### src/hdl/udp_tx_cfg.svh
////////////////////////////////////////
// UDP transmit configuration
// Widths, header sizes, protocol constants
// and payload buffer depth
////////////////////////////////////////
`ifndef UDP_TX_CFG_SVH
`define UDP_TX_CFG_SVH

// Field widths
`define BYTE_W          8
`define MAC_W           48
`define IPV4_W          32
`define PORT_W          16
`define BUF_ADDR_W      11

// Frame sizes in bytes
`define MAX_PAYLOAD     1472
`define MIN_PAYLOAD     18      // Pads frame to 64 bytes
`define HEADER_BYTES    42
`define FCS_BYTES       4

// Protocol constants
`define ETHERTYPE_IPV4  16'h0800
`define IPV4_VER_IHL    8'h45
`define IPV4_TTL        8'd64
`define IPV4_PROTO_UDP  8'd17
`define IPV4_FLAGS_DF   16'h4000
`define CRC_POLY        32'hEDB88320

`endif

### src/hdl/udp_tx_pkg.sv
////////////////////////////////////////
// UDP transmit package
// Vector types, stream and address structs,
// frame generator states
////////////////////////////////////////
`default_nettype none

package udp_tx_pkg;

`include "udp_tx_cfg.svh"

typedef logic [`BYTE_W-1:0]     byte_t;
typedef logic [`MAC_W-1:0]      mac_addr_t;
typedef logic [`IPV4_W-1:0]     ipv4_addr_t;
typedef logic [`PORT_W-1:0]     udp_port_t;
typedef logic [`PORT_W-1:0]     length_t;
typedef logic [`BUF_ADDR_W-1:0] buf_addr_t;

// One byte of a stream, last marks end of frame
typedef struct packed {
    logic       last;
    byte_t      data;
} stream_byte_t;

typedef struct packed {
    mac_addr_t  src_mac;
    ipv4_addr_t src_ip;
    udp_port_t  src_port;
} station_t;

typedef struct packed {
    mac_addr_t  dst_mac;
    ipv4_addr_t dst_ip;
    udp_port_t  dst_port;
} endpoint_t;

// Variable part of the IPv4 header
typedef struct packed {
    length_t    total_length;
    length_t    identification;
    ipv4_addr_t src_ip;
    ipv4_addr_t dst_ip;
} ipv4_fields_t;

typedef enum logic [2:0] {IDLE, LOAD, HEADER, PAYLOAD, PAD, FCS} gen_state_t;

endpackage

`default_nettype wire

### src/hdl/ipv4_header_checksum.sv
////////////////////////////////////////
// IPv4 header checksum
// One's complement sum of the ten header
// words, registered in one cycle
////////////////////////////////////////
`timescale 1ns/10ps
`default_nettype none

`include "udp_tx_cfg.svh"

module ipv4_header_checksum
    import udp_tx_pkg::*;
(
    input   logic           clock,
    input   logic           rst,
    input   ipv4_fields_t   fields,
    output  udp_port_t      hdr_checksum
);

logic [19:0]    sum;
logic [16:0]    fold_1;
logic [15:0]    fold_2;

always_comb begin
    sum = 20'({`IPV4_VER_IHL, 8'h00})
        + 20'(fields.total_length)
        + 20'(fields.identification)
        + 20'(`IPV4_FLAGS_DF)
        + 20'({`IPV4_TTL, `IPV4_PROTO_UDP})
        + 20'(16'h0000)                     // Checksum word itself
        + 20'(fields.src_ip[31:16])
        + 20'(fields.src_ip[15:0])
        + 20'(fields.dst_ip[31:16])
        + 20'(fields.dst_ip[15:0]);

    // Second fold cannot carry again
    fold_1 = 17'(sum[15:0]) + 17'(sum[19:16]);
    fold_2 = fold_1[15:0] + 16'(fold_1[16]);
end

always_ff @(posedge clock) begin
    if (rst) begin
        hdr_checksum <= '0;
    end else begin
        hdr_checksum <= ~fold_2;
    end
end

endmodule

`default_nettype wire

### config.mk
export PLATFORM = sky130hd
export DESIGN_NAME = ipv4_header_checksum
export DESIGN_NICKNAME = d
export VERILOG_FILES = /design/src/hdl/udp_tx_pkg.sv /design/src/hdl/ipv4_header_checksum.sv
export VERILOG_INCLUDE_DIRS = /design/src /design/src/hdl
export SDC_FILE = /design/constraint.sdc
export NUM_CORES = 1
export LEC_CHECK = 0
export BUFFER_PORTS_ARGS = -buffer_cell sky130_fd_sc_hd__buf_2
export CAP_MARGIN = 30
export CELL_PAD_IN_SITES_DETAIL_PLACEMENT = 1
export CELL_PAD_IN_SITES_GLOBAL_PLACEMENT = 2
export CORE_UTILIZATION = 31
export DETAILED_ROUTE_END_ITERATION = 6
export PLACE_DENSITY_LB_ADDON = 0.1
export REMOVE_ABC_BUFFERS = 1
export SLEW_MARGIN = 20
export SYNTH_ARGS = -nofsm -noshare
export SYNTH_HDL_FRONTEND = slang
export SYNTH_SLANG_ARGS = --single-unit
export TNS_END_PERCENT = 20
### constraint.sdc
create_clock -name clock -period 11 [get_ports clock]
set_input_delay 0.55 -clock clock [delete_from_list [all_inputs] [get_ports clock]]
set_output_delay 0.55 -clock clock [all_outputs]
set_load 0.02 [all_outputs]
==> impl_summary.log <==
[metrics] I/O pin cnt: 114
[metrics] buffer count from post-CTS setup fixing: 0
[metrics] total number of yosys warnings: 0
[metrics] slowest stage cell on the critical path: fa_1
[metrics] Final HPWL DP: 7383 microns
[metrics] Netlist cell types: 58
[metrics] critical-path maximum fanout: 5
[metrics] die height: 114.1 microns
[metrics] Filler Cell Count: 1,518
[metrics] Total Routing Usage GR: 0.1322
[metrics] Slew headroom: 0.5957
[metrics] wire length of the first global-routing pass: 14,260 microns
[metrics] WP buf/inv: 8
[metrics] post-route clock period utilization: 0.8378
[metrics] f_max: 108.5 MHz
[metrics] library cell with the largest summed area after synthesis: fa_1
[metrics] Max-cap violations: 0
[metrics] dominant cells by area after synthesis: fa_1, inv_1, ha_1
[metrics] final wirelength: 7857 microns
[metrics] Initial DRT Pass Iterations: 4
[metrics] Largest stage delay, worst path: 0.52 ns
[metrics] Final Max Tran Viols: 0
[metrics] commonest cells after routing, fill and taps aside: inv_1, buf_2, fa_1
[metrics] number of synthesized flops with an enable pin: 0
[metrics] via count of the first global-routing pass: 3,382
[metrics] registers with the highest flip-flop counts: hdr_checksum: 16 flops
[metrics] Chip Width: 114.1 microns
[metrics] CP Capture Point: hdr_checksum[15]$_SDFF_PP0_
[metrics] Finish-stage setup viols: 0
[metrics] critical path depth in cells: 37
[metrics] Crit Path Class: in -> reg
[metrics] adder-cell share of the synthesized area: 0.4526
[metrics] n_diodes: 0
[metrics] multiplexer area fraction after synthesis: 0.005143
[metrics] number of buffers on the longest clock path: 2
[metrics] area share of xor/xnor cells in the synthesized design: 0.07779
[metrics] number of core rows: 40
[metrics] number of clock sinks: 16
[metrics] vias per cell: 4.358
[metrics] fraction of registers with async set or reset after synthesis: 0
[metrics] Final Critical Period: 9.216 ns
[metrics] leading cell type in the layout, fill and taps excluded: inv_1
[metrics] Largest register FFs: 16
[metrics] element type at the critical path start: input pin
[metrics] final sum of negative setup slack: 0 ns
[metrics] Avg Inst Size Synth: 8.612 sq um
[metrics] antenna viol nets, final: 0
[metrics] post-synth top area share: 0.3240
[metrics] synthesized-area fraction occupied by ao, oa, aoi and oai cells: 0.1154
[metrics] most instantiated flip-flop cell in the synthesis netlist: dfxtp_1
[metrics] startpoint of the worst hold path: rst
[metrics] average wire length per cell after detail routing: 10.73 microns
[metrics] critical path data arrival time: 9.39 ns
[metrics] number of input and output port buffers inserted: 113
[metrics] Synth Area in Simple Gates: 0.1131
[metrics] beginning of the critical path: fields[36]
[metrics] Top cell by count, worst path: inv_1
[metrics] htree depth: 1
[metrics] Final Hold Fails: 0
[metrics] Core Region: 12,110 sq um
[metrics] vias: 3,190
[metrics] Layout area overhead: 21.44%
[metrics] endpoint type of the worst setup path: flip-flop
[metrics] Nets: 767
[metrics] netlist area before placement: 3892 sq um
[metrics] run status: complete, no violations
[metrics] share of final-layout standard cells stronger than drive strength 1: 0.2305
[metrics] flip-flop and latch count after synthesis: 16
[metrics] DRC Markers: 0
[metrics] CTS Root Cell: clkbuf_16
[metrics] routability cong.: 0.7638
[metrics] Tightest Pin Transition: 0.6021 ns
[metrics] sequential element share of the synthesized area: 0.08229
[metrics] largest reg by FF count: hdr_checksum
[metrics] Tightest Hold Check Type: in -> reg
[metrics] starting density of the core: 0.3214
[metrics] Hold-fix buffers, CTS: 0
[metrics] clock tree from TritonCTS: done
[metrics] leftover overflow at the end of global routing: 0
[metrics] clock buffer count from CTS: 3
[metrics] worst path required time: 11.17 ns
[metrics] RSZ-0062 raised after global routing: no
[metrics] number of antenna violations at the first check in global routing: 0
[metrics] clock-pin slew on the worst setup and hold paths: 0.05 ns
[metrics] gate count of the mapped netlist: 452
[metrics] area of the die: 13,010 sq um
[metrics] post_cts resized: 0
[metrics] family of cells with the greatest summed delay on the critical path: simple AND/OR/NAND/NOR gates
[metrics] largest family of logic cells by synthesized area: adder cells
[metrics] pin count of the biggest net entering global routing: 17
[metrics] drt first-iter violations: 64
synthesized netlist by cell type (3+ instances only):
master	n
nand4_1	7
nor3_1	3
and2_1	3
clkbuf_1	3
o21ai_0	13
or3_1	5
nand2b_1	4
a21oi_1	19
fa_1	63
and3_1	4
nand3_1	3
nor2b_1	7
nor2_1	16
xnor2_1	17
a21o_1	10
nand2_1	9
dfxtp_1	16
inv_1	155
xor2_1	12
ha_1	40
how the worst min path moves through the flow:
stage                                 end  slack [ns]  depth (start not counted)
2_1_floorplan  hdr_checksum[0]$_SDFF_PP0_        0.62                          1
6_report       hdr_checksum[8]$_SDFF_PP0_        0.66                          2
3_5_place_dp   hdr_checksum[8]$_SDFF_PP0_        0.91                          2
3_3_place_gp   hdr_checksum[0]$_SDFF_PP0_        0.91                          2
5_1_grt        hdr_checksum[8]$_SDFF_PP0_        0.67                          2
4_1_cts        hdr_checksum[7]$_SDFF_PP0_        0.66                          2
metrics by stage:
step / instance area [sq um] / setup WS (ns) / cells / hold slack [ns] / util
after floorplan: 3876 / 2.424 / 448 / 0.6167 / -
after global placement: 4652 / 1.775 / 729 / 0.9084 / 0.3841
after detailed placement: 4652 / 1.459 / 729 / 0.9145 / 0.3841
after CTS: 4727 / 1.696 / 732 / 0.6636 / 0.3903
after global routing: 4727 / 1.101 / 732 / 0.6706 / 0.3903
final: 4727 / 1.784 / 732 / 0.6613 / 0.3903
kinds of logic (layout without fill, tap and decap cells):
group,Yosys count,count (layout)
buffers and inverters,159,271
adders and majority gates,103,103
and+or+nand+nor,75,75
AOI/OAI and AO/OA,65,65
xor gates and xnor gates,32,32
DFF,16,16
muxes,2,2
layout make-up:
class | instances | area, sq um | share of cell area
tap | 168 | 210.2 | 0.04447
timing repair buffer | 113 | 565.5 | 0.1196
multi-input combinational | 277 | 2974 | 0.6292
inverter | 155 | 581.8 | 0.1231
clock buffer | 3 | 75.07 | 0.01588
sequential | 16 | 320.3 | 0.06776
layer usage:
layer  share of wire  routed length [microns]  global-route usage
met5               0                        0                   0
met4          0.0047                       37             0.01558
met3           0.030                      235             0.01059
met2            0.52                     4072              0.2574
met1            0.45                     3511              0.1615
Power is left out: the tool's default activity adds up to more than one toggle a clock period on the data nets, which glitch-free logic cannot reach.
