`config.mk`:
```
export PLATFORM = sky130hd
export DESIGN_NAME = ethernet_frame_generator
export DESIGN_NICKNAME = d
export VERILOG_FILES = /design/src/hdl/udp_tx_pkg.sv /design/src/hdl/ethernet_frame_generator.sv
export VERILOG_INCLUDE_DIRS = /design/src /design/src/hdl
export SDC_FILE = /design/constraint.sdc
export NUM_CORES = 1
export LEC_CHECK = 0
export BUFFER_PORTS_ARGS = -buffer_cell sky130_fd_sc_hd__buf_4
export CAP_MARGIN = 15
export CORE_MARGIN = 1
export CORE_UTILIZATION = 47
export DETAILED_ROUTE_END_ITERATION = 10
export PLACE_DENSITY = 0.73
export SLEW_MARGIN = 20
export SYNTH_ARGS = -nofsm -noshare
export SYNTH_HDL_FRONTEND = slang
export SYNTH_SLANG_ARGS = --single-unit
```
`constraint.sdc`:
```
create_clock -name clock -period 6.63 [get_ports clock]
set_input_delay 0.663 -clock clock [delete_from_list [all_inputs] [get_ports clock]]
set_output_delay 0.663 -clock clock [all_outputs]
set_load 0.01 [all_outputs]
```
`src/hdl/udp_tx_cfg.svh`:
```
////////////////////////////////////////
// UDP transmit configuration
// Widths, header sizes, protocol constants
// and payload buffer depth
////////////////////////////////////////
`ifndef UDP_TX_CFG_SVH
`define UDP_TX_CFG_SVH

// Field widths
`define BYTE_W          8
`define MAC_W           48
`define IPV4_W          32
`define PORT_W          16
`define BUF_ADDR_W      11

// Frame sizes in bytes
`define MAX_PAYLOAD     1472
`define MIN_PAYLOAD     18      // Pads frame to 64 bytes
`define HEADER_BYTES    42
`define FCS_BYTES       4

// Protocol constants
`define ETHERTYPE_IPV4  16'h0800
`define IPV4_VER_IHL    8'h45
`define IPV4_TTL        8'd64
`define IPV4_PROTO_UDP  8'd17
`define IPV4_FLAGS_DF   16'h4000
`define CRC_POLY        32'hEDB88320

`endif

```
`src/hdl/udp_tx_pkg.sv`:
```
////////////////////////////////////////
// UDP transmit package
// Vector types, stream and address structs,
// frame generator states
////////////////////////////////////////
`default_nettype none

package udp_tx_pkg;

`include "udp_tx_cfg.svh"

typedef logic [`BYTE_W-1:0]     byte_t;
typedef logic [`MAC_W-1:0]      mac_addr_t;
typedef logic [`IPV4_W-1:0]     ipv4_addr_t;
typedef logic [`PORT_W-1:0]     udp_port_t;
typedef logic [`PORT_W-1:0]     length_t;
typedef logic [`BUF_ADDR_W-1:0] buf_addr_t;

// One byte of a stream, last marks end of frame
typedef struct packed {
    logic       last;
    byte_t      data;
} stream_byte_t;

typedef struct packed {
    mac_addr_t  src_mac;
    ipv4_addr_t src_ip;
    udp_port_t  src_port;
} station_t;

typedef struct packed {
    mac_addr_t  dst_mac;
    ipv4_addr_t dst_ip;
    udp_port_t  dst_port;
} endpoint_t;

// Variable part of the IPv4 header
typedef struct packed {
    length_t    total_length;
    length_t    identification;
    ipv4_addr_t src_ip;
    ipv4_addr_t dst_ip;
} ipv4_fields_t;

typedef enum logic [2:0] {IDLE, LOAD, HEADER, PAYLOAD, PAD, FCS} gen_state_t;

endpackage

`default_nettype wire

```
`src/hdl/ethernet_frame_generator.sv`:
```
////////////////////////////////////////
// Ethernet frame generator
// Serializes Ethernet, IPv4 and UDP headers,
// payload, zero padding and FCS onto the
// output byte stream
////////////////////////////////////////
`timescale 1ns/10ps
`default_nettype none

`include "udp_tx_cfg.svh"

module ethernet_frame_generator
    import udp_tx_pkg::*;
(
    input   logic                   clock,
    input   logic                   rst,
    input   station_t               station,
    input   logic                   frame_valid_in,
    input   length_t                frame_length,
    input   endpoint_t              frame_endpoint,
    output  logic                   frame_done,
    output  buf_addr_t              rd_addr,
    input   byte_t                  rd_data,
    output  ipv4_fields_t           fields,
    input   udp_port_t              hdr_checksum,
    output  logic                   crc_clear,
    output  logic                   crc_enable,
    output  byte_t                  crc_byte,
    input   logic [`IPV4_W-1:0]     crc,
    output  stream_byte_t           frame,
    output  logic                   frame_valid,
    input   logic                   frame_ready
);

localparam length_t UDP_HDR     = 16'd8;
localparam length_t IP_UDP_HDR  = 16'd28;   // IPv4 plus UDP header

gen_state_t                         state;
length_t                            idx;
length_t                            ident;
station_t                           stn;
length_t                            udp_length;
logic [`HEADER_BYTES*`BYTE_W-1:0]   hdr;
byte_t                              out_data;
logic                               fire;
logic                               pay_last;

assign udp_length = frame_length + UDP_HDR;

// Header in wire order, first byte at the top
assign hdr = {
    frame_endpoint.dst_mac,
    stn.src_mac,
    `ETHERTYPE_IPV4,
    `IPV4_VER_IHL,
    8'h00,
    fields.total_length,
    fields.identification,
    `IPV4_FLAGS_DF,
    `IPV4_TTL,
    `IPV4_PROTO_UDP,
    hdr_checksum,
    fields.src_ip,
    fields.dst_ip,
    stn.src_port,
    frame_endpoint.dst_port,
    udp_length,
    16'h0000                        // UDP checksum unused
};

////////////////////////////////////////
// Output byte select
////////////////////////////////////////
always_comb begin
    case (state)
        HEADER:  out_data = hdr[(`HEADER_BYTES - 1 - idx) * `BYTE_W +: `BYTE_W];
        PAYLOAD: out_data = rd_data;
        FCS:     out_data = crc[idx[1:0] * `BYTE_W +: `BYTE_W];   // LSB first
        default: out_data = '0;
    endcase
end

assign frame_valid = (state == HEADER) || (state == PAYLOAD) ||
                     (state == PAD) || (state == FCS);
assign frame.data  = out_data;
assign frame.last  = (state == FCS) && (idx == length_t'(`FCS_BYTES - 1));
assign fire        = frame_valid && frame_ready;
assign frame_done  = fire && frame.last;
assign pay_last    = (idx == frame_length - 16'd1);

assign crc_clear   = (state == IDLE);
assign crc_enable  = fire && (state != FCS);
assign crc_byte    = out_data;

// Next address already on the RAM when a payload byte leaves
assign rd_addr = (state == PAYLOAD) ? buf_addr_t'(fire ? idx + 16'd1 : idx) : '0;

////////////////////////////////////////
// State machine
////////////////////////////////////////
always_ff @(posedge clock) begin
    if (rst) begin
        state <= IDLE;
        idx   <= '0;
        ident <= '0;
    end else begin
        case (state)
            IDLE: begin
                idx <= '0;
                if (frame_valid_in) begin
                    state <= LOAD;
                end
            end
            LOAD: state <= HEADER;      // Checksum settles
            HEADER: if (fire) begin
                idx <= idx + 16'd1;
                if (idx == length_t'(`HEADER_BYTES - 1)) begin
                    state <= PAYLOAD;
                    idx   <= '0;
                end
            end
            PAYLOAD: if (fire) begin
                idx <= idx + 16'd1;
                if (pay_last) begin
                    if (frame_length < length_t'(`MIN_PAYLOAD)) begin
                        state <= PAD;
                    end else begin
                        state <= FCS;
                        idx   <= '0;
                    end
                end
            end
            PAD: if (fire) begin
                idx <= idx + 16'd1;
                if (idx == length_t'(`MIN_PAYLOAD - 1)) begin
                    state <= FCS;
                    idx   <= '0;
                end
            end
            FCS: if (fire) begin
                idx <= idx + 16'd1;
                if (frame.last) begin
                    state <= IDLE;
                    ident <= ident + 16'd1;
                end
            end
            default: state <= IDLE;
        endcase
    end
end

// Frame constants captured at the request
always_ff @(posedge clock) begin
    if (state == IDLE && frame_valid_in) begin
        stn                   <= station;
        fields.total_length   <= frame_length + IP_UDP_HDR;
        fields.identification <= ident;
        fields.src_ip         <= station.src_ip;
        fields.dst_ip         <= frame_endpoint.dst_ip;
    end
end

endmodule

`default_nettype wire

```
==> impl_metrics.yaml, run 1 <==
cts:
  cts_max_level: 4
  cts_tree: "yes"
  ctsResizeCount: 0
  clockBufferDepth: 2
  clk_pin_slew_ns: 0.08
  hold_buffers: 0
  clk_latency_ns: 0.45
  cts.sinks: 195
  post_cts_buffers: 0
  cts_inserted_buffers: 17
  cts-root-buf: "clkbuf_16"
route:
  dr.pass1.iters: 6
  drtIter0Drc: 858
  wl_um: 41000
  vias: 9883
  via_per_inst: 5.93
  ant_nets: 0
  drcViolationCount: 0
  wl_per_cell_um: 24.6
setup_path:
  cp_max_fo: 14
  endpoint_kind: "output pin"
  criticalPathCategory: "flop to output pin"
  required_ns: 5.97
  arrival_ns: 4.29
  start_kind: "flop"
  r2r_cells: 7
pwr:
  vdd_drop_max_mv: 0.165
  total_power_mw: 3.60
  leakage_nw: 5.67
  power_density_mw_per_mm2: 242
sta:
  setup_violations: 0
  fmaxAchievable_mhz: 202
  setup_tns_ns: 0
  fin_crit_ns: 4.95
  fin_crit_sh_pct: 74.7
  slew_headroom_pct: 28.7
  finalHoldViolations: 0
  drv_slew: 0
  worst_pin_slew_ns: 1.06
  rsz0062_at_grt: "false"
  skew_ns: 0.0178
final_layout:
  final_common_cell: "buf_4"
  synthToLayoutAreaGrowth_pct: 25.2
  multiInputGateArea_mm2: 0.00521
  final_nets: 1607
  fin_area_mm2: 0.0149
  final_core_util_pct: 60.6
  fin_cells: 1666
  layout_common_cells: "buf_4, edfxtp_1, nand2_1"
  antenna-diode-count: 0
  drive_gt1_share_pct: 38.9
  seq_area_mm2: 0.00551
  fillers: 2063
logic_synthesis:
  synthTopCellsByArea: "edfxtp_1, mux4_2, buf_4"
  synth_ff_type: "edfxtp_1"
  mappedNetlistNets: 1357
  async_reset_ff_share_pct: 0
  synth-edff-count: 160
  synth.distinct_cells: 78
  ys_ff_latch: 195
  synth_top_area_cell: "edfxtp_1"
  synth_top_area_share_pct: 40.5
  yosys_warnings: 0
  synth-seq-area-share_pct: 46.4
  syn_inst: 1079
  syn_area_per_cell_um2: 11.0
  syn_area_mm2: 0.0119
placed_design:
  place_area_mm2: 0.0143
  dp.cells: 1634
  place_congestion: 0.903
  dpl.hpwl_um: 31700
  io_buffers: 395
die:
  core_area_mm2: 0.0245
  fp.dieArea_mm2: 0.0259
  pin_count: 396
  fp-row-count: 57
  start_util_pct: 48.4
  die_height_um: 161
  die_x_um: 161
hold_path:
  whs_path_depth: 1
  hp-class: "primary input to flop"
global_route:
  grt_pass1_vias: 9426
  grt_start_max_net_pins: 102
  antenna_found_initial: 2
  grt_pass1_wl_um: 59600
  gr-total-overflow: 0
  grt_use_total_pct: 31.4
job:
  maxCapViolations: 0
run_status:
  status: "complete, no violations"
-- sequential cells by signal (all words and copies together), names as in the netlist --
signal,count
hdr,64
fields,96
idx,16
ident,16
state,3
-- stage by stage --
stage / setup slack [ns] / hold slack, ns
after floorplan: 1.29 / 0.429
after global placement: 2.31 / 0.437
after detailed placement: 2.25 / 0.439
after CTS: 1.70 / 0.374
after global routing: 1.47 / 0.367
final: 1.68 / 0.386
-- cell usage after synthesis (10+ instances only) --
master,number
o22ai_1,14
edfxtp_1,160
ha_1,10
o21ai_0,38
mux4_2,37
nor2_1,79
mux2_2,19
buf_2,30
or3_1,14
a21oi_1,44
clkbuf_1,31
dfxtp_1,35
nand4_1,15
inv_1,16
a31oi_1,18
nor3_1,25
xor2_1,23
nand3_1,26
nand2_1,82
and3_1,21
buf_4,106
xnor2_1,42
mux2i_1,40
-- metal layers --
metal | wire (um) | track usage, % | vias up
met2 | 19800 | 51.8 | 559
met5 | 32 | 0 | -
met3 | 3890 | 7.54 | 54
met4 | 849 | 9.09 | 4
met1 | 16400 | 41.1 | 4806
li1 | - | - | 4460
-- where the power goes --
| group | switching, mW | internal, mW | leakage [nW] |
|---|---|---|---|
| Sequential | 0.123 | 1.56 | 1.80 |
| Clock | 0.530 | 0.532 | 0.297 |
| Combinational | 0.466 | 0.389 | 3.57 |
-- critical path, cell delays in order, from the launching register on --
cell	delay, ns
dfxtp_2	0.32
inv_1	0.41
ha_2	0.38
and2b_1	0.25
o21ai_2	0.22
a21boi_0	0.20
o211ai_1	0.90
o22ai_1	0.25
a221oi_1	0.27
o22ai_1	0.12
a211o_1	0.38
buf_4	0.16
-- worst paths after layout --
check	from	endpoint	slack [ns]
max	idx[1]	crc_byte[6]	1.68
min	station[84]	hdr[276]	0.39
max reg2reg	state[0]	ident[13]	3.19
min reg2reg	ident[15]	fields[79]	0.47
-- cell families (layout without fill, tap and decap cells) --
logic type,Yosys count,in the layout,share of synthesized area [%]
adder cells (fa/ha/maj),10,10,1.05
XOR/XNOR,65,65,4.80
AO/OA/AOI/OAI,212,212,12.3
flip-flops,195,195,46.4
multiplexers,96,96,12.2
AND/OR/NAND/NOR,310,310,13.4
buffers and inverters,191,454,9.85
-- layout make-up --
type | instances | area share (%)
Sequential cell | 195 | 37.1
Multi-Input combinational cell | 693 | 35.0
Timing Repair Buffer | 405 | 20.6
Clock buffer | 19 | 3.06
Tap cell | 324 | 2.73
Clock inverter | 13 | 1.04
Inverter | 17 | 0.429
No activity file was read; power rests on OpenSTA's default activity.
==> run 2, diff against run 1 <==
Settings changed: ABC_AREA set to 1.
Clock period 6.63 ns to 5 ns, I/O delays scaled along.
==> run 2 against run 1 <==
The flow now finishes with violations (DRC); global-route usage fell by 0.29 points; wire length rose by 5.9%; design area grew 3.5%; sequential power is 36% higher; total power rose by 52%; sequential share of layout area down 1.3 points; clock skew is 0.0026 ns higher; sequential cell count is the same; critical path depth increased by 6; critical path type unchanged.
==> impl_metrics.yaml, run 2 <==
pwr:
  power_density_mw_per_mm2: 356
  leakage_nw: 6.93
  vdd_drop_max_mv: 0.234
route:
  dr.pass1.iters: 11
  wl_per_cell_um: 19.8
  ant_nets: 0
  wl_um: 43400
  drtIter0Drc: 1183
  vias: 11900
  drcViolationCount: 2
  via_per_inst: 5.40
logic_synthesis:
  synth_ff_type: "edfxtp_1"
  async_reset_ff_share_pct: 0
  synth-seq-area-share_pct: 44.3
  synthTopCellsByCount: "nand2_1, nand3_1, edfxtp_1"
  syn_area_per_cell_um2: 7.80
  yosys_warnings: 0
  mappedNetlistNets: 1871
  synthTopCellsByArea: "edfxtp_1, nand2_1, nand3_1"
  synth-edff-count: 160
  syn_inst: 1593
  synth.distinct_cells: 48
  synth_top_area_share_pct: 38.7
  syn_area_mm2: 0.0124
  synth_top_area_cell: "edfxtp_1"
  yosysMostFrequentCell: "nand2_1"
  ys_ff_latch: 195
die:
  pin_count: 396
  die_x_um: 165
  fp-row-count: 59
  fp.dieArea_mm2: 0.0271
  core_area_mm2: 0.0260
  die_height_um: 165
  start_util_pct: 47.8
sta:
  slew_headroom_pct: 41.3
  fin_crit_sh_pct: 87.1
  fmaxAchievable_mhz: 230
  setup_violations: 0
  rsz0062_at_grt: "false"
  fin_crit_ns: 4.35
  drv_slew: 0
  skew_ns: 0.0204
  worst_slack_ns: 0.647
  setup_tns_ns: 0
  finalHoldViolations: 0
  worst_pin_slew_ns: 0.881
  hold_ws_ns: 0.225
cts:
  post_cts_buffers: 0
  cts-root-buf: "clkbuf_16"
  ctsResizeCount: 0
  cts_inserted_buffers: 17
  cts.sinks: 195
  clk_pin_slew_ns: 0.09
  hold_buffers: 0
  cts_max_level: 4
  clockBufferDepth: 2
  clk_latency_ns: 0.45
  cts_tree: "yes"
placed_design:
  io_buffers: 395
  place_congestion: 0.934
  dp.cells: 2161
  post-place-ws_ns: 1.14
  dpl.hpwl_um: 33100
global_route:
  grt_pass1_vias: 10800
  gr-total-overflow: 0
  antenna_found_initial: 2
  grt_pass1_wl_um: 62300
  grt_start_max_net_pins: 92
  grt_use_total_pct: 31.1
setup_path:
  start_kind: "flop"
  crit_path_end: "frame[2]"
  timing.rr.end: "ident[8]"
  cp_max_fo: 91
  r2r_cells: 11
  arrival_ns: 3.85
  crit_path_start: "idx[2]"
  required_ns: 4.50
  endpoint_kind: "output pin"
  r2r_start: "idx[1]"
  regToRegSetupSlack_ns: 1.97
  criticalPathCategory: "flop to output pin"
final_layout:
  multiInputGateArea_mm2: 0.00525
  layout_common_cells: "nand2_1, buf_4, nand3_1"
  top_register: "fields"
  final_nets: 2123
  drive_gt1_share_pct: 26.2
  fillers: 2380
  fin_cells: 2195
  synthToLayoutAreaGrowth_pct: 23.8
  final_common_cell: "nand2_1"
  largest_reg_flops: 96
  seq_area_mm2: 0.00551
run_status:
  status: "finished with violations"
  violations: "DRC"
job:
  maxCapViolations: 0
hold_path:
  hp-class: "primary input to flop"
run 2: cell count changes after synthesis, moves of 20 or more:
cell     previous run  this run
nand3_1            26       214
nand2_1            82       521
inv_1              16       122
mux2i_1            40         0
xnor2_1            42         8
a21oi_1            44        71
mux4_2             37         0
buf_2              30        10
run 2: where the power goes:
group          switching, mW  leakage, nW  internal (mW)  total, mW
registers              0.163         1.79           2.14       2.30
clock network          0.708        0.297          0.706       1.41
logic                   1.10         4.84          0.670       1.77
run 2: final cells by class:
type | instances | area share (%)
Tap cell | 335 | 2.72
Clock buffer | 19 | 2.95
Clock inverter | 13 | 0.976
Multi-Input combinational cell | 1090 | 34.1
Sequential cell | 195 | 35.8
Antenna cell | 2 | 0.0325
Timing Repair Buffer | 410 | 20.2
Inverter | 131 | 3.23
run 2: worst max-delay path, stage by stage (launching register included):
cell and delay (ns):
dfxtp_1 0.45, inv_1 0.15, ha_1 0.27, o21ai_4 0.19
nand2_2 0.08, nand3_2 0.10, nand2_4 0.08, nor2_4 0.49
buf_12 0.39, nand2_1 0.09, nand3_1 0.08, nand3_1 0.14
nand2_1 0.10, nand2_1 0.06, a21oi_1 0.18, nand3_1 0.21
nand3_1 0.16, buf_4 0.13
run 2: metrics by stage:
step | cell area [um^2] | util, % | power (mW)
floorplan | 12400 | - | 3.49
detailed placement | 14800 | 56.9 | 4.08
CTS | 15400 | 59.2 | 5.48
finish | 15400 | 59.2 | 5.48
global route | 15400 | 59.2 | 5.73
global placement | 14800 | 56.9 | 4.07
run 2: cells by family (layout without fill, tap and decap cells):
family,Yosys count,count (layout),share of synthesized area [%]
buffers and inverters,308,573,13.5
XOR/XNOR,46,46,3.24
adder cells (fa/ha/maj),10,10,1.01
other,0,2,0
flip-flops,195,195,44.3
AND/OR/NAND/NOR,887,887,31.0
AO/OA/AOI/OAI,147,147,6.92
run 2: per-layer routing:
layer	GRT usage, %	part of all wire (%)
met2	53.5	49
met4	11.8	3.5
met3	4.55	7.8
met5	0	0
met1	39.5	40
run 2: worst min-delay path by stage:
stage | startpoint | endpoint | slack [ns] | cells after the start
floorplan | ident[15] | fields[79] | 0.41 | 0
global placement | ident[15] | fields[79] | 0.41 | 0
detailed placement | ident[5] | fields[69] | 0.45 | 0
CTS | frame_endpoint[33] | fields[17] | 0.21 | 1
global route | frame_endpoint[34] | fields[18] | 0.21 | 1
finish | frame_endpoint[33] | fields[17] | 0.22 | 1
