## config.mk

```make
export PLATFORM = sky130hd
export DESIGN_NAME = frame_check_sequence
export DESIGN_NICKNAME = d
export VERILOG_FILES = /design/src/hdl/udp_tx_pkg.sv /design/src/hdl/frame_check_sequence.sv
export VERILOG_INCLUDE_DIRS = /design/src /design/src/hdl
export SDC_FILE = /design/constraint.sdc
export NUM_CORES = 1
export LEC_CHECK = 0
export BUFFER_PORTS_ARGS = -buffer_cell sky130_fd_sc_hd__buf_4
export CORE_ASPECT_RATIO = 1.75
export CORE_MARGIN = 3
export CORE_UTILIZATION = 45
export CTS_BUF_LIST = sky130_fd_sc_hd__clkbuf_16
export CTS_CLUSTER_DIAMETER = 80
export DETAILED_ROUTE_END_ITERATION = 8
export GPL_TIMING_DRIVEN = 0
export PLACE_DENSITY = 0.68
export REMOVE_ABC_BUFFERS = 1
export SLEW_MARGIN = 20
export SYNTH_ARGS = -nofsm -noshare
export SYNTH_HDL_FRONTEND = slang
export SYNTH_SLANG_ARGS = --single-unit
```

## constraint.sdc

```tcl
create_clock -name clock -period 2.1 [get_ports clock]
set_input_delay 0.42 -clock clock [delete_from_list [all_inputs] [get_ports clock]]
set_output_delay 0.42 -clock clock [all_outputs]
set_load 0.1 [all_outputs]
```

## src/hdl/udp_tx_cfg.svh

```systemverilog
////////////////////////////////////////
// UDP transmit configuration
// Widths, header sizes, protocol constants
// and payload buffer depth
////////////////////////////////////////
`ifndef UDP_TX_CFG_SVH
`define UDP_TX_CFG_SVH

// Field widths
`define BYTE_W          8
`define MAC_W           48
`define IPV4_W          32
`define PORT_W          16
`define BUF_ADDR_W      11

// Frame sizes in bytes
`define MAX_PAYLOAD     1472
`define MIN_PAYLOAD     18      // Pads frame to 64 bytes
`define HEADER_BYTES    42
`define FCS_BYTES       4

// Protocol constants
`define ETHERTYPE_IPV4  16'h0800
`define IPV4_VER_IHL    8'h45
`define IPV4_TTL        8'd64
`define IPV4_PROTO_UDP  8'd17
`define IPV4_FLAGS_DF   16'h4000
`define CRC_POLY        32'hEDB88320

`endif

```

## src/hdl/udp_tx_pkg.sv

```systemverilog
////////////////////////////////////////
// UDP transmit package
// Vector types, stream and address structs,
// frame generator states
////////////////////////////////////////
`default_nettype none

package udp_tx_pkg;

`include "udp_tx_cfg.svh"

typedef logic [`BYTE_W-1:0]     byte_t;
typedef logic [`MAC_W-1:0]      mac_addr_t;
typedef logic [`IPV4_W-1:0]     ipv4_addr_t;
typedef logic [`PORT_W-1:0]     udp_port_t;
typedef logic [`PORT_W-1:0]     length_t;
typedef logic [`BUF_ADDR_W-1:0] buf_addr_t;

// One byte of a stream, last marks end of frame
typedef struct packed {
    logic       last;
    byte_t      data;
} stream_byte_t;

typedef struct packed {
    mac_addr_t  src_mac;
    ipv4_addr_t src_ip;
    udp_port_t  src_port;
} station_t;

typedef struct packed {
    mac_addr_t  dst_mac;
    ipv4_addr_t dst_ip;
    udp_port_t  dst_port;
} endpoint_t;

// Variable part of the IPv4 header
typedef struct packed {
    length_t    total_length;
    length_t    identification;
    ipv4_addr_t src_ip;
    ipv4_addr_t dst_ip;
} ipv4_fields_t;

typedef enum logic [2:0] {IDLE, LOAD, HEADER, PAYLOAD, PAD, FCS} gen_state_t;

endpackage

`default_nettype wire

```

## src/hdl/frame_check_sequence.sv

```systemverilog
////////////////////////////////////////
// Ethernet frame check sequence
// Byte serial CRC-32, reflected polynomial,
// preset to ones and inverted at the output
////////////////////////////////////////
`timescale 1ns/10ps
`default_nettype none

`include "udp_tx_cfg.svh"

module frame_check_sequence
    import udp_tx_pkg::*;
(
    input   logic                   clock,
    input   logic                   rst,
    input   logic                   crc_clear,
    input   logic                   crc_enable,
    input   byte_t                  crc_byte,
    output  logic [`IPV4_W-1:0]     crc
);

logic [`IPV4_W-1:0] crc_reg;

// Eight bit steps, LSB of the byte first
function automatic logic [`IPV4_W-1:0] crc_step(
    input logic [`IPV4_W-1:0]   c_in,
    input byte_t                d
);
    logic [`IPV4_W-1:0] c;
    c = c_in;
    for (int i = 0; i < `BYTE_W; i++) begin
        c = (c >> 1) ^ ({`IPV4_W{c[0] ^ d[i]}} & `CRC_POLY);
    end
    return c;
endfunction

always_ff @(posedge clock) begin
    if (rst || crc_clear) begin
        crc_reg <= '1;
    end else if (crc_enable) begin
        crc_reg <= crc_step(crc_reg, crc_byte);
    end
end

assign crc = ~crc_reg;

endmodule

`default_nettype wire

```

==> impl_metrics.csv, run 1 <==
group,metric,value,unit
yosys,syn_area,2100,um2
cts,ctsLongestPathBuffers,2,
pwr,p_total,2.72,mW
yosys,postSynthCellCount,217,
floorplanning,die_w,57.6,um
worst_setup_path,critical-path-max-stage-delay,0.57,ns
cts,post_cts_buffers,0,
routing,drt_iter0_markers,14,
sta,hold_viol_final,0,
final_layout,drive_gt1_share,26.0,%
floorplanning,io_pins,44,
floorplanning,core_area,4440,um2
final_layout,layout-area-overhead-vs-synth,23.8,%
routing,dr.pass1.iters,4,
hold_path,hp-start,"rst",
final_layout,multi_input_area,1290,um2
sta,slew_viol_final,0,
final_layout,fill_cells,426,
floorplanning,dieArea,5550,um2
final_layout,finalNonFillerCells,309,
worst_setup_path,startpoint,"crc_reg[6]",
yosys,synth_top_area_share,30.5,%
cts,postCtsResizedCells,0,
cts,numCtsBuffers,5,
yosys,yosysWarnings,0,
cts,insertion_delay,0.28,ns
sta,grt_setup_unrepaired,"no",
worst_setup_path,crit_buf_inv,0,
final_layout,finalNetCount,269,
worst_setup_path,required,2.26,ns
cts,clkTransAtPathRegs,0.05,ns
routing,ant_nets,0,
cts,cts.sinks,32,
sta,finalCritPeriodShare,91.0,%
final_layout,utilization,58.5,%
routing,finalWirelength,4260,um
global_route,first_global_vias,1462,
pwr,p_leak,1.28,nW
final_layout,layout_common_cells,"49 x xnor2_1, 43 x buf_4, 33 x inv_1",
placement,place.detailed.instances,301,
sta,fin_crit,1.91,ns
worst_setup_path,start_kind,"flop",
yosys,synth.area.top_cells,"dfxtp_1 31%, xnor2_1 20%, xnor2_4 12%, inv_1 5.9%, o211ai_1 5.4%",
yosys,synth_cell_type_count,24,
sta,setup-tns-final,0,ns
pwr,peakVddDrop,0.000671,V
floorplanning,chipHeight,96.4,um
global_route,grt_pass1_wl,7120,um
sta,finalSetupViolCount,0,
worst_setup_path,critPathArrivalTime,2.07,ns
placement,gp_congestion,0.739,
worst_setup_path,path_class,"flop to flop",
global_route,antenna_found_initial,0,
cts,cts_hold_buf,0,
global_route,grt_usage,16.9,%
sta,relSlewSlack,59.2,%
run_status,run_status,"finished clean",
flow_run,drv_cap,0,
sta,worst_pin_slew,0.611,ns
final_layout,regArea,641,um2
sta,fin_skew,0.00294,ns
cts,cts_max_level,2,
worst_setup_path,cp_cell_sequence,"xnor2_4 > xnor3_2 > xnor3_1 > nor2_1 > o21ai_1",
final_layout,final_common_cell,"xnor2_1",
worst_setup_path,timing.rr.start,"crc_reg[6]",
yosys,synth_top_area_cell,"dfxtp_1",
sta,fmax,523,MHz
placement,portBuffers,43,
worst_setup_path,slowest_stage,"xnor3_2",
floorplanning,start_util,47.2,%
routing,drt-wirelength-per-cell,13.8,um
final_layout,antenna_cells,0,
cts,cts_tree,"built",
routing,drcViolationCount,0,
worst_setup_path,path_delay_family,"XOR/XNOR gates",
floorplanning,num_rows,32,
routing,routed_via_density,4.88,
hold_path,hold_class,"input pin to flop",
final_layout,largest_register_ff_count,32,
global_route,grt_max_degree,45,
yosys,synth-seq-cells,32,
placement,dpl.hpwl,3070,um
yosys,syn_avg_cell_area,9.68,um2
worst_setup_path,endpoint_kind,"flop",
routing,vias,1509,
pwr,power_density,1050,nW/um2
worst_setup_path,critPathMaxFanout,6,
cts,root_buffer,"clkbuf_16",
sta,hold_ws,0.413,ns
global_route,overflow,0,
yosys,seq_area_frac_synth,30.5,%
-- cell families after synthesis --
group / after synthesis / synth area share (%)
XOR/XNOR: 74 / 44.0
flip-flops: 32 / 30.5
AND/OR/NAND/NOR: 27 / 5.18
buffers and inverters: 44 / 7.93
AO/OA/AOI/OAI: 40 / 12.4
-- stage by stage --
step	setup WS (ns)	cell area [um2]
global placement	-0.0832	2440
global route	0.111	2600
detailed placement	0.0149	2460
finish	0.189	2600
CTS	0.152	2600
floorplan	0.268	2060
-- layer usage --
layer	track usage, %	share of wire (%)
met2	30.4	53
met4	6.96	1.8
met5	0	0
met3	2.95	3.6
met1	19.4	42
-- power by group --
part / leakage, nW / internal (mW) / switching, mW
combinational: 0.950 / 0.516 / 0.802
clock: 0.0710 / 0.430 / 0.268
sequential: 0.263 / 0.659 / 0.0431
total: 1.28 / 1.61 / 1.11
-- path summary, 6_finish.rpt --
path,to,slack (ns),cells after the start
max reg2reg,crc_reg[25],0.19,5
min reg2reg,crc_reg[22],0.48,2
max,crc_reg[25],0.19,5
min,crc_reg[6],0.41,3
-- area by class of cell --
cell class / instances / share of cell area [%]
multi-input combinational: 141 / 49.8
sequential: 32 / 24.6
timing repair buffer: 44 / 13.0
clock buffer: 5 / 4.81
inverter: 33 / 4.76
tap: 51 / 2.45
clock inverter: 3 / 0.529
-- cells in the mapped netlist, drive strengths merged --
cell    count
nor2        7
nand2      15
o21ai       9
or2         1
o211ai     15
xor2        8
nor3        3
xnor3       3
nand3       1
a21oi       8
clkbuf      8
a211o       4
xnor2      62
dfxtp      32
a31oi       3
inv        33
o31a        1
xor3        1
buf         3
-- worst min-delay path, delay by kind of cell --
family,cells,cell delay [ns]
buf+inv,1,0.09
simple gates,1,0.06
compound gates,1,0.09
No activity file was read; power rests on OpenSTA's default activity.
==> inputs of run 2 (changes only) <==
CORE_UTILIZATION = 49   (was 45)
PLACE_DENSITY = 0.73   (was 0.68)
SETUP_SLACK_MARGIN = 0.3   (was unset)
==> impl_metrics.csv, run 2 (synthesis results as in run 1) <==
group,metric,value,unit
run_status,run_status,"finished clean",
sta,worst_pin_slew,0.650,ns
pwr,power_density,1040,nW/um2
sta,slew_viol_final,0,
hold_path,whs_path_depth,2,
worst_setup_path,start_kind,"flop",
global_route,grt_pass1_wl,7260,um
worst_setup_path,cpMostUsedCell,"xnor2_4",
pwr,p_leak,1.31,nW
routing,ant_nets,0,
global_route,first_global_vias,1473,
hold_path,hp-start,"crc_reg[22]",
pwr,p_total,2.74,mW
worst_setup_path,endpoint_kind,"flop",
sta,fin_crit,1.77,ns
routing,dr.pass1.iters,5,
floorplanning,chipHeight,92.6,um
routing,finalWirelength,4440,um
pwr,peakVddDrop,0.000893,V
floorplanning,start_util,52.3,%
final_layout,antenna_cells,0,
cts,insertion_delay,0.28,ns
global_route,overflow,0,
worst_setup_path,path_delay_family,"XOR/XNOR gates",
cts,ctsLongestPathBuffers,2,
worst_setup_path,slowest_stage,"xnor2_4",
sta,fin_skew,0.00390,ns
placement,dpl.hpwl,3140,um
floorplanning,io_pins,44,
worst_setup_path,path_class,"flop to flop",
floorplanning,die_w,55.5,um
worst_setup_path,critPathArrivalTime,1.93,ns
worst_setup_path,critical-path-max-stage-delay,0.46,ns
routing,routed_via_density,4.93,
final_layout,finalNetCount,273,
placement,portBuffers,43,
worst_setup_path,rr_endpoint,"crc_reg[24]",
worst_setup_path,cp_cell_sequence,"xnor2_4 > xnor2_4 > xnor2_2 > xnor2_1 > o31a_1",
cts,root_buffer,"clkbuf_16",
cts,clkTransAtPathRegs,0.05,ns
worst_setup_path,reg2reg_depth,5,
final_layout,drive_gt1_share,27.1,%
worst_setup_path,r2r_setup_slack,0.33,ns
floorplanning,dieArea,5140,um2
worst_setup_path,timing.rr.start,"crc_reg[7]",
worst_setup_path,required,2.26,ns
routing,drcViolationCount,0,
sta,finalSetupViolCount,0,
global_route,grt_util_met2,31.8,%
cts,numCtsBuffers,5,
global_route,busiest_layer,"met2",
global_route,antenna_found_initial,0,
final_layout,layout_common_cells,"49 x xnor2_1, 47 x buf_4, 33 x inv_1",
final_layout,final_common_cell,"xnor2_1",
global_route,grt_max_degree,45,
sta,fmax,566,MHz
routing,drt_iter0_markers,21,
sta,relSlewSlack,56.6,%
final_layout,largest_register_ff_count,32,
sta,finalCritPeriodShare,84.1,%
cts,cts_hold_buf,0,
flow_run,drv_cap,0,
floorplanning,num_rows,30,
final_layout,layout-area-overhead-vs-synth,25.4,%
cts,cts_tree,"built",
sta,grt_setup_unrepaired,"yes",
sta,hold_viol_final,0,
hold_path,worstHoldEndpoint,"crc_reg[22]",
global_route,grt_use_met3,3.77,%
cts,cts_max_level,2,
hold_path,hold_class,"flop to flop",
placement,place.detailed.instances,298,
global_route,gr-usage-met1,21.0,%
floorplanning,core_area,4020,um2
cts,cts.sinks,32,
global_route,grt_usage,18.2,%
worst_setup_path,crit_buf_inv,0,
routing,drt-wirelength-per-cell,14.3,um
routing,vias,1527,
final_layout,finalNonFillerCells,310,
worst_setup_path,critPathMaxFanout,6,
placement,gp_congestion,0.777,
==> run 2: cell count changes in the layout (fill, tap and decap cells not counted), sizes merged <==
| cell | change |
|---|---|
| buf | +4 |
==> run 2: repair_timing <==
action | CTS | global route
gates cloned | 0 | 0
resized for setup | 1 | 0
pin swaps | 2 | 3
endpoints found under the setup margin | 2 | 5
setup buffers | 3 | 1
==> run 2: worst min-delay path: stages, from the launching register on <==
cell,delay [ns]
dfxtp_1,0.32
a21oi_1,0.06
o21ai_1,0.06
==> run 2: how the worst max path moves through the flow <==
stage	from	end	slack, ns	cells past startpoint
2_1_floorplan	crc_byte[6]	crc_reg[25]	0.27	5
3_3_place_gp	crc_byte[6]	crc_reg[25]	-0.07	6
3_5_place_dp	crc_byte[6]	crc_reg[25]	0.01	6
4_1_cts	crc_reg[1]	crc_reg[21]	0.33	5
5_1_grt	crc_reg[1]	crc_reg[21]	0.29	5
6_report	crc_reg[7]	crc_reg[24]	0.33	5
==> run 2: stage by stage <==
stage / setup WS (ns) / area, um2 / utilization (%) / hold WS [ns] / TNS, ns
after floorplan: 0.268 / 2060 / - / 0.449 / 0
after global placement: -0.0671 / 2440 / 60.7 / 0.459 / -0.0671
after detailed placement: 0.0126 / 2450 / 61.1 / 0.468 / 0
after CTS: 0.328 / 2630 / 65.4 / 0.480 / 0
after global routing: 0.293 / 2630 / 65.6 / 0.509 / 0
final: 0.333 / 2630 / 65.6 / 0.479 / 0
==> run 2: power by group <==
part	switching, mW	total [mW]	leakage, nW	internal (mW)
Clock	0.260	0.689	0.0710	0.430
Combinational	0.816	1.35	0.972	0.529
Sequential	0.0438	0.703	0.263	0.659
==> run 2: final cells by class <==
cell class / count / area [um2]
fill: 333 / 1380
multi-input combinational: 141 / 1310
sequential: 32 / 641
timing repair buffer: 48 / 364
clock buffer: 5 / 125
inverter: 33 / 124
tap: 48 / 60.1
clock inverter: 3 / 13.8
==> run 2: layer usage <==
metal | vias up | part of all wire [%]
met3 | 8 | 4.1
met2 | 40 | 53
met1 | 706 | 40
met4 | 0 | 2.4
met5 | - | 0
li1 | 773 | -
==> inputs of run 3 (changes only) <==
clock period = 1.8 ns   (was 2.1 ns; I/O delays follow)
==> impl_metrics.csv, run 3 (synthesis results as in run 1) <==
group,metric,value,unit
run_status,run_status,"finished clean",
global_route,grt_max_degree,45,
final_layout,utilization,80.6,%
worst_setup_path,endpoint_kind,"flop",
global_route,grt_pass1_wl,8210,um
cts,root_buffer,"clkbuf_16",
worst_setup_path,startpoint,"crc_reg[0]",
placement,place_ws,-0.227,ns
global_route,first_global_vias,1642,
worst_setup_path,critical_path_depth,5,
final_layout,final_common_cell,"buf_4",
sta,setup-tns-final,0,ns
cts,ctsLongestPathBuffers,2,
worst_setup_path,timing.rr.start,"crc_reg[0]",
worst_setup_path,path_delay_family,"XOR/XNOR gates",
routing,vias,1711,
placement,gp_congestion,0.777,
sta,fin_crit,1.67,ns
cts,cts_tree,"built",
sta,finalSetupViolCount,0,
global_route,antenna_found_initial,0,
worst_setup_path,crit_end,"crc_reg[22]",
worst_setup_path,crit_buf_inv,0,
routing,drt-wirelength-per-cell,17.0,um
pwr,power_density,1170,nW/um2
global_route,grt_usage,20.7,%
worst_setup_path,start_kind,"flop",
worst_setup_path,r2r_setup_slack,0.13,ns
placement,dpl.hpwl,3140,um
sta,relSlewSlack,57.7,%
floorplanning,num_rows,30,
global_route,overflow,0,
sta,slew_viol_final,0,
cts,cts_hold_buf,0,
sta,fmax,600,MHz
worst_setup_path,critPathArrivalTime,1.81,ns
placement,portBuffers,43,
cts,insertion_delay,0.29,ns
worst_setup_path,path_class,"flop to flop",
sta,fin_skew,0.00504,ns
floorplanning,core_area,4020,um2
floorplanning,io_pins,44,
routing,dr.pass1.iters,4,
routing,ant_nets,0,
cts,clkTransAtPathRegs,0.05,ns
sta,hold_ws,0.424,ns
floorplanning,start_util,52.3,%
sta,layout_setup_ws,0.133,ns
worst_setup_path,slowest_stage,"xnor3_2",
routing,drt_iter0_markers,37,
final_layout,largest_register_ff_count,32,
final_layout,drive_gt1_share,45.4,%
routing,routed_via_density,5.02,
floorplanning,die_w,55.5,um
worst_setup_path,cp_cell_sequence,"xnor2_4 > xnor3_2 > xor2_2 > xnor2_1 > o21ai_1",
final_layout,layout-area-overhead-vs-synth,54.2,%
floorplanning,chipHeight,92.6,um
sta,hold_viol_final,0,
sta,worst_pin_slew,0.634,ns
worst_setup_path,rr_endpoint,"crc_reg[22]",
cts,cts.sinks,32,
cts,cts_max_level,2,
pwr,p_total,3.78,mW
final_layout,fill_cells,231,
cts,numCtsBuffers,5,
final_layout,layout_common_cells,"61 x buf_4, 34 x xnor2_1, 33 x inv_1",
pwr,p_leak,1.60,nW
routing,drcViolationCount,0,
final_layout,antenna_cells,0,
sta,grt_setup_unrepaired,"yes",
final_layout,finalNetCount,304,
worst_setup_path,critPathMaxFanout,4,
pwr,peakVddDrop,0.00105,V
worst_setup_path,critical-path-max-stage-delay,0.54,ns
floorplanning,dieArea,5140,um2
flow_run,drv_cap,0,
worst_setup_path,required,1.94,ns
worst_setup_path,reg2reg_depth,5,
routing,finalWirelength,5790,um
hold_path,hold_class,"input pin to flop",
sta,finalCritPeriodShare,92.6,%
==> run 3: cell count changes in the layout (fill, tap and decap cells not counted), moves of 2 or more <==
cell	delta
xnor2_1	-15
buf_4	+14
buf_6	+11
dfxtp_1	-8
xnor2_2	+8
xnor2_4	+7
dfxtp_4	+6
buf_12	+5
xor2_1	-5
xor2_2	+5
dfxtp_2	+2
==> run 3: metrics by stage <==
| stage | instances | instance area [um2] |
|---|---|---|
| after floorplan | 206 | 2060 |
| final | 341 | 3240 |
| after global routing | 341 | 3240 |
| after CTS | 328 | 2920 |
| after global placement | 297 | 2440 |
| after detailed placement | 298 | 2450 |
==> run 3: report_power, final <==
part / switching, mW / internal (mW) / leakage [nW]
Combinational: 1.15 / 0.988 / 1.26
Sequential: 0.0585 / 0.768 / 0.262
Clock: 0.320 / 0.502 / 0.0710
==> run 3: final cells by class <==
cell class	instances	area (um2)	share of cell area, %
Clock buffer	5	125	3.87
Clock inverter	3	13.8	0.425
Inverter	33	124	3.83
Multi-Input combinational cell	141	1540	47.6
Sequential cell	32	666	20.6
Tap cell	48	60.1	1.86
Timing Repair Buffer	79	708	21.9
==> run 3: worst min-delay path by stage <==
stage | cells past startpoint | from | to | slack [ns]
floorplan | 2 | crc_reg[22] | crc_reg[22] | 0.45
global placement | 2 | crc_reg[22] | crc_reg[22] | 0.46
CTS | 3 | rst | crc_reg[3] | 0.42
detailed placement | 2 | crc_reg[22] | crc_reg[22] | 0.47
finish | 3 | rst | crc_reg[3] | 0.42
global route | 3 | rst | crc_reg[3] | 0.45
==> run 3: per-layer routing <==
layer  GRT usage, %  part of all wire [%]
met5              0                     0
met4           8.32                   2.2
met3           4.74                   4.5
met2           36.8                    55
met1           23.5                    38
==> run 3: tightest hold or removal path, stage by stage <==
cell and delay [ns]:
buf_4 0.09, nor2_2 0.11, o211ai_1 0.11
==> run 3: what timing repair did <==
action                     CTS  global route
buffers inserted            22            13
pin swaps                   23            19
resized for setup           25            33
hold endpoints to repair     0             0
setup endpoints to repair   22            27
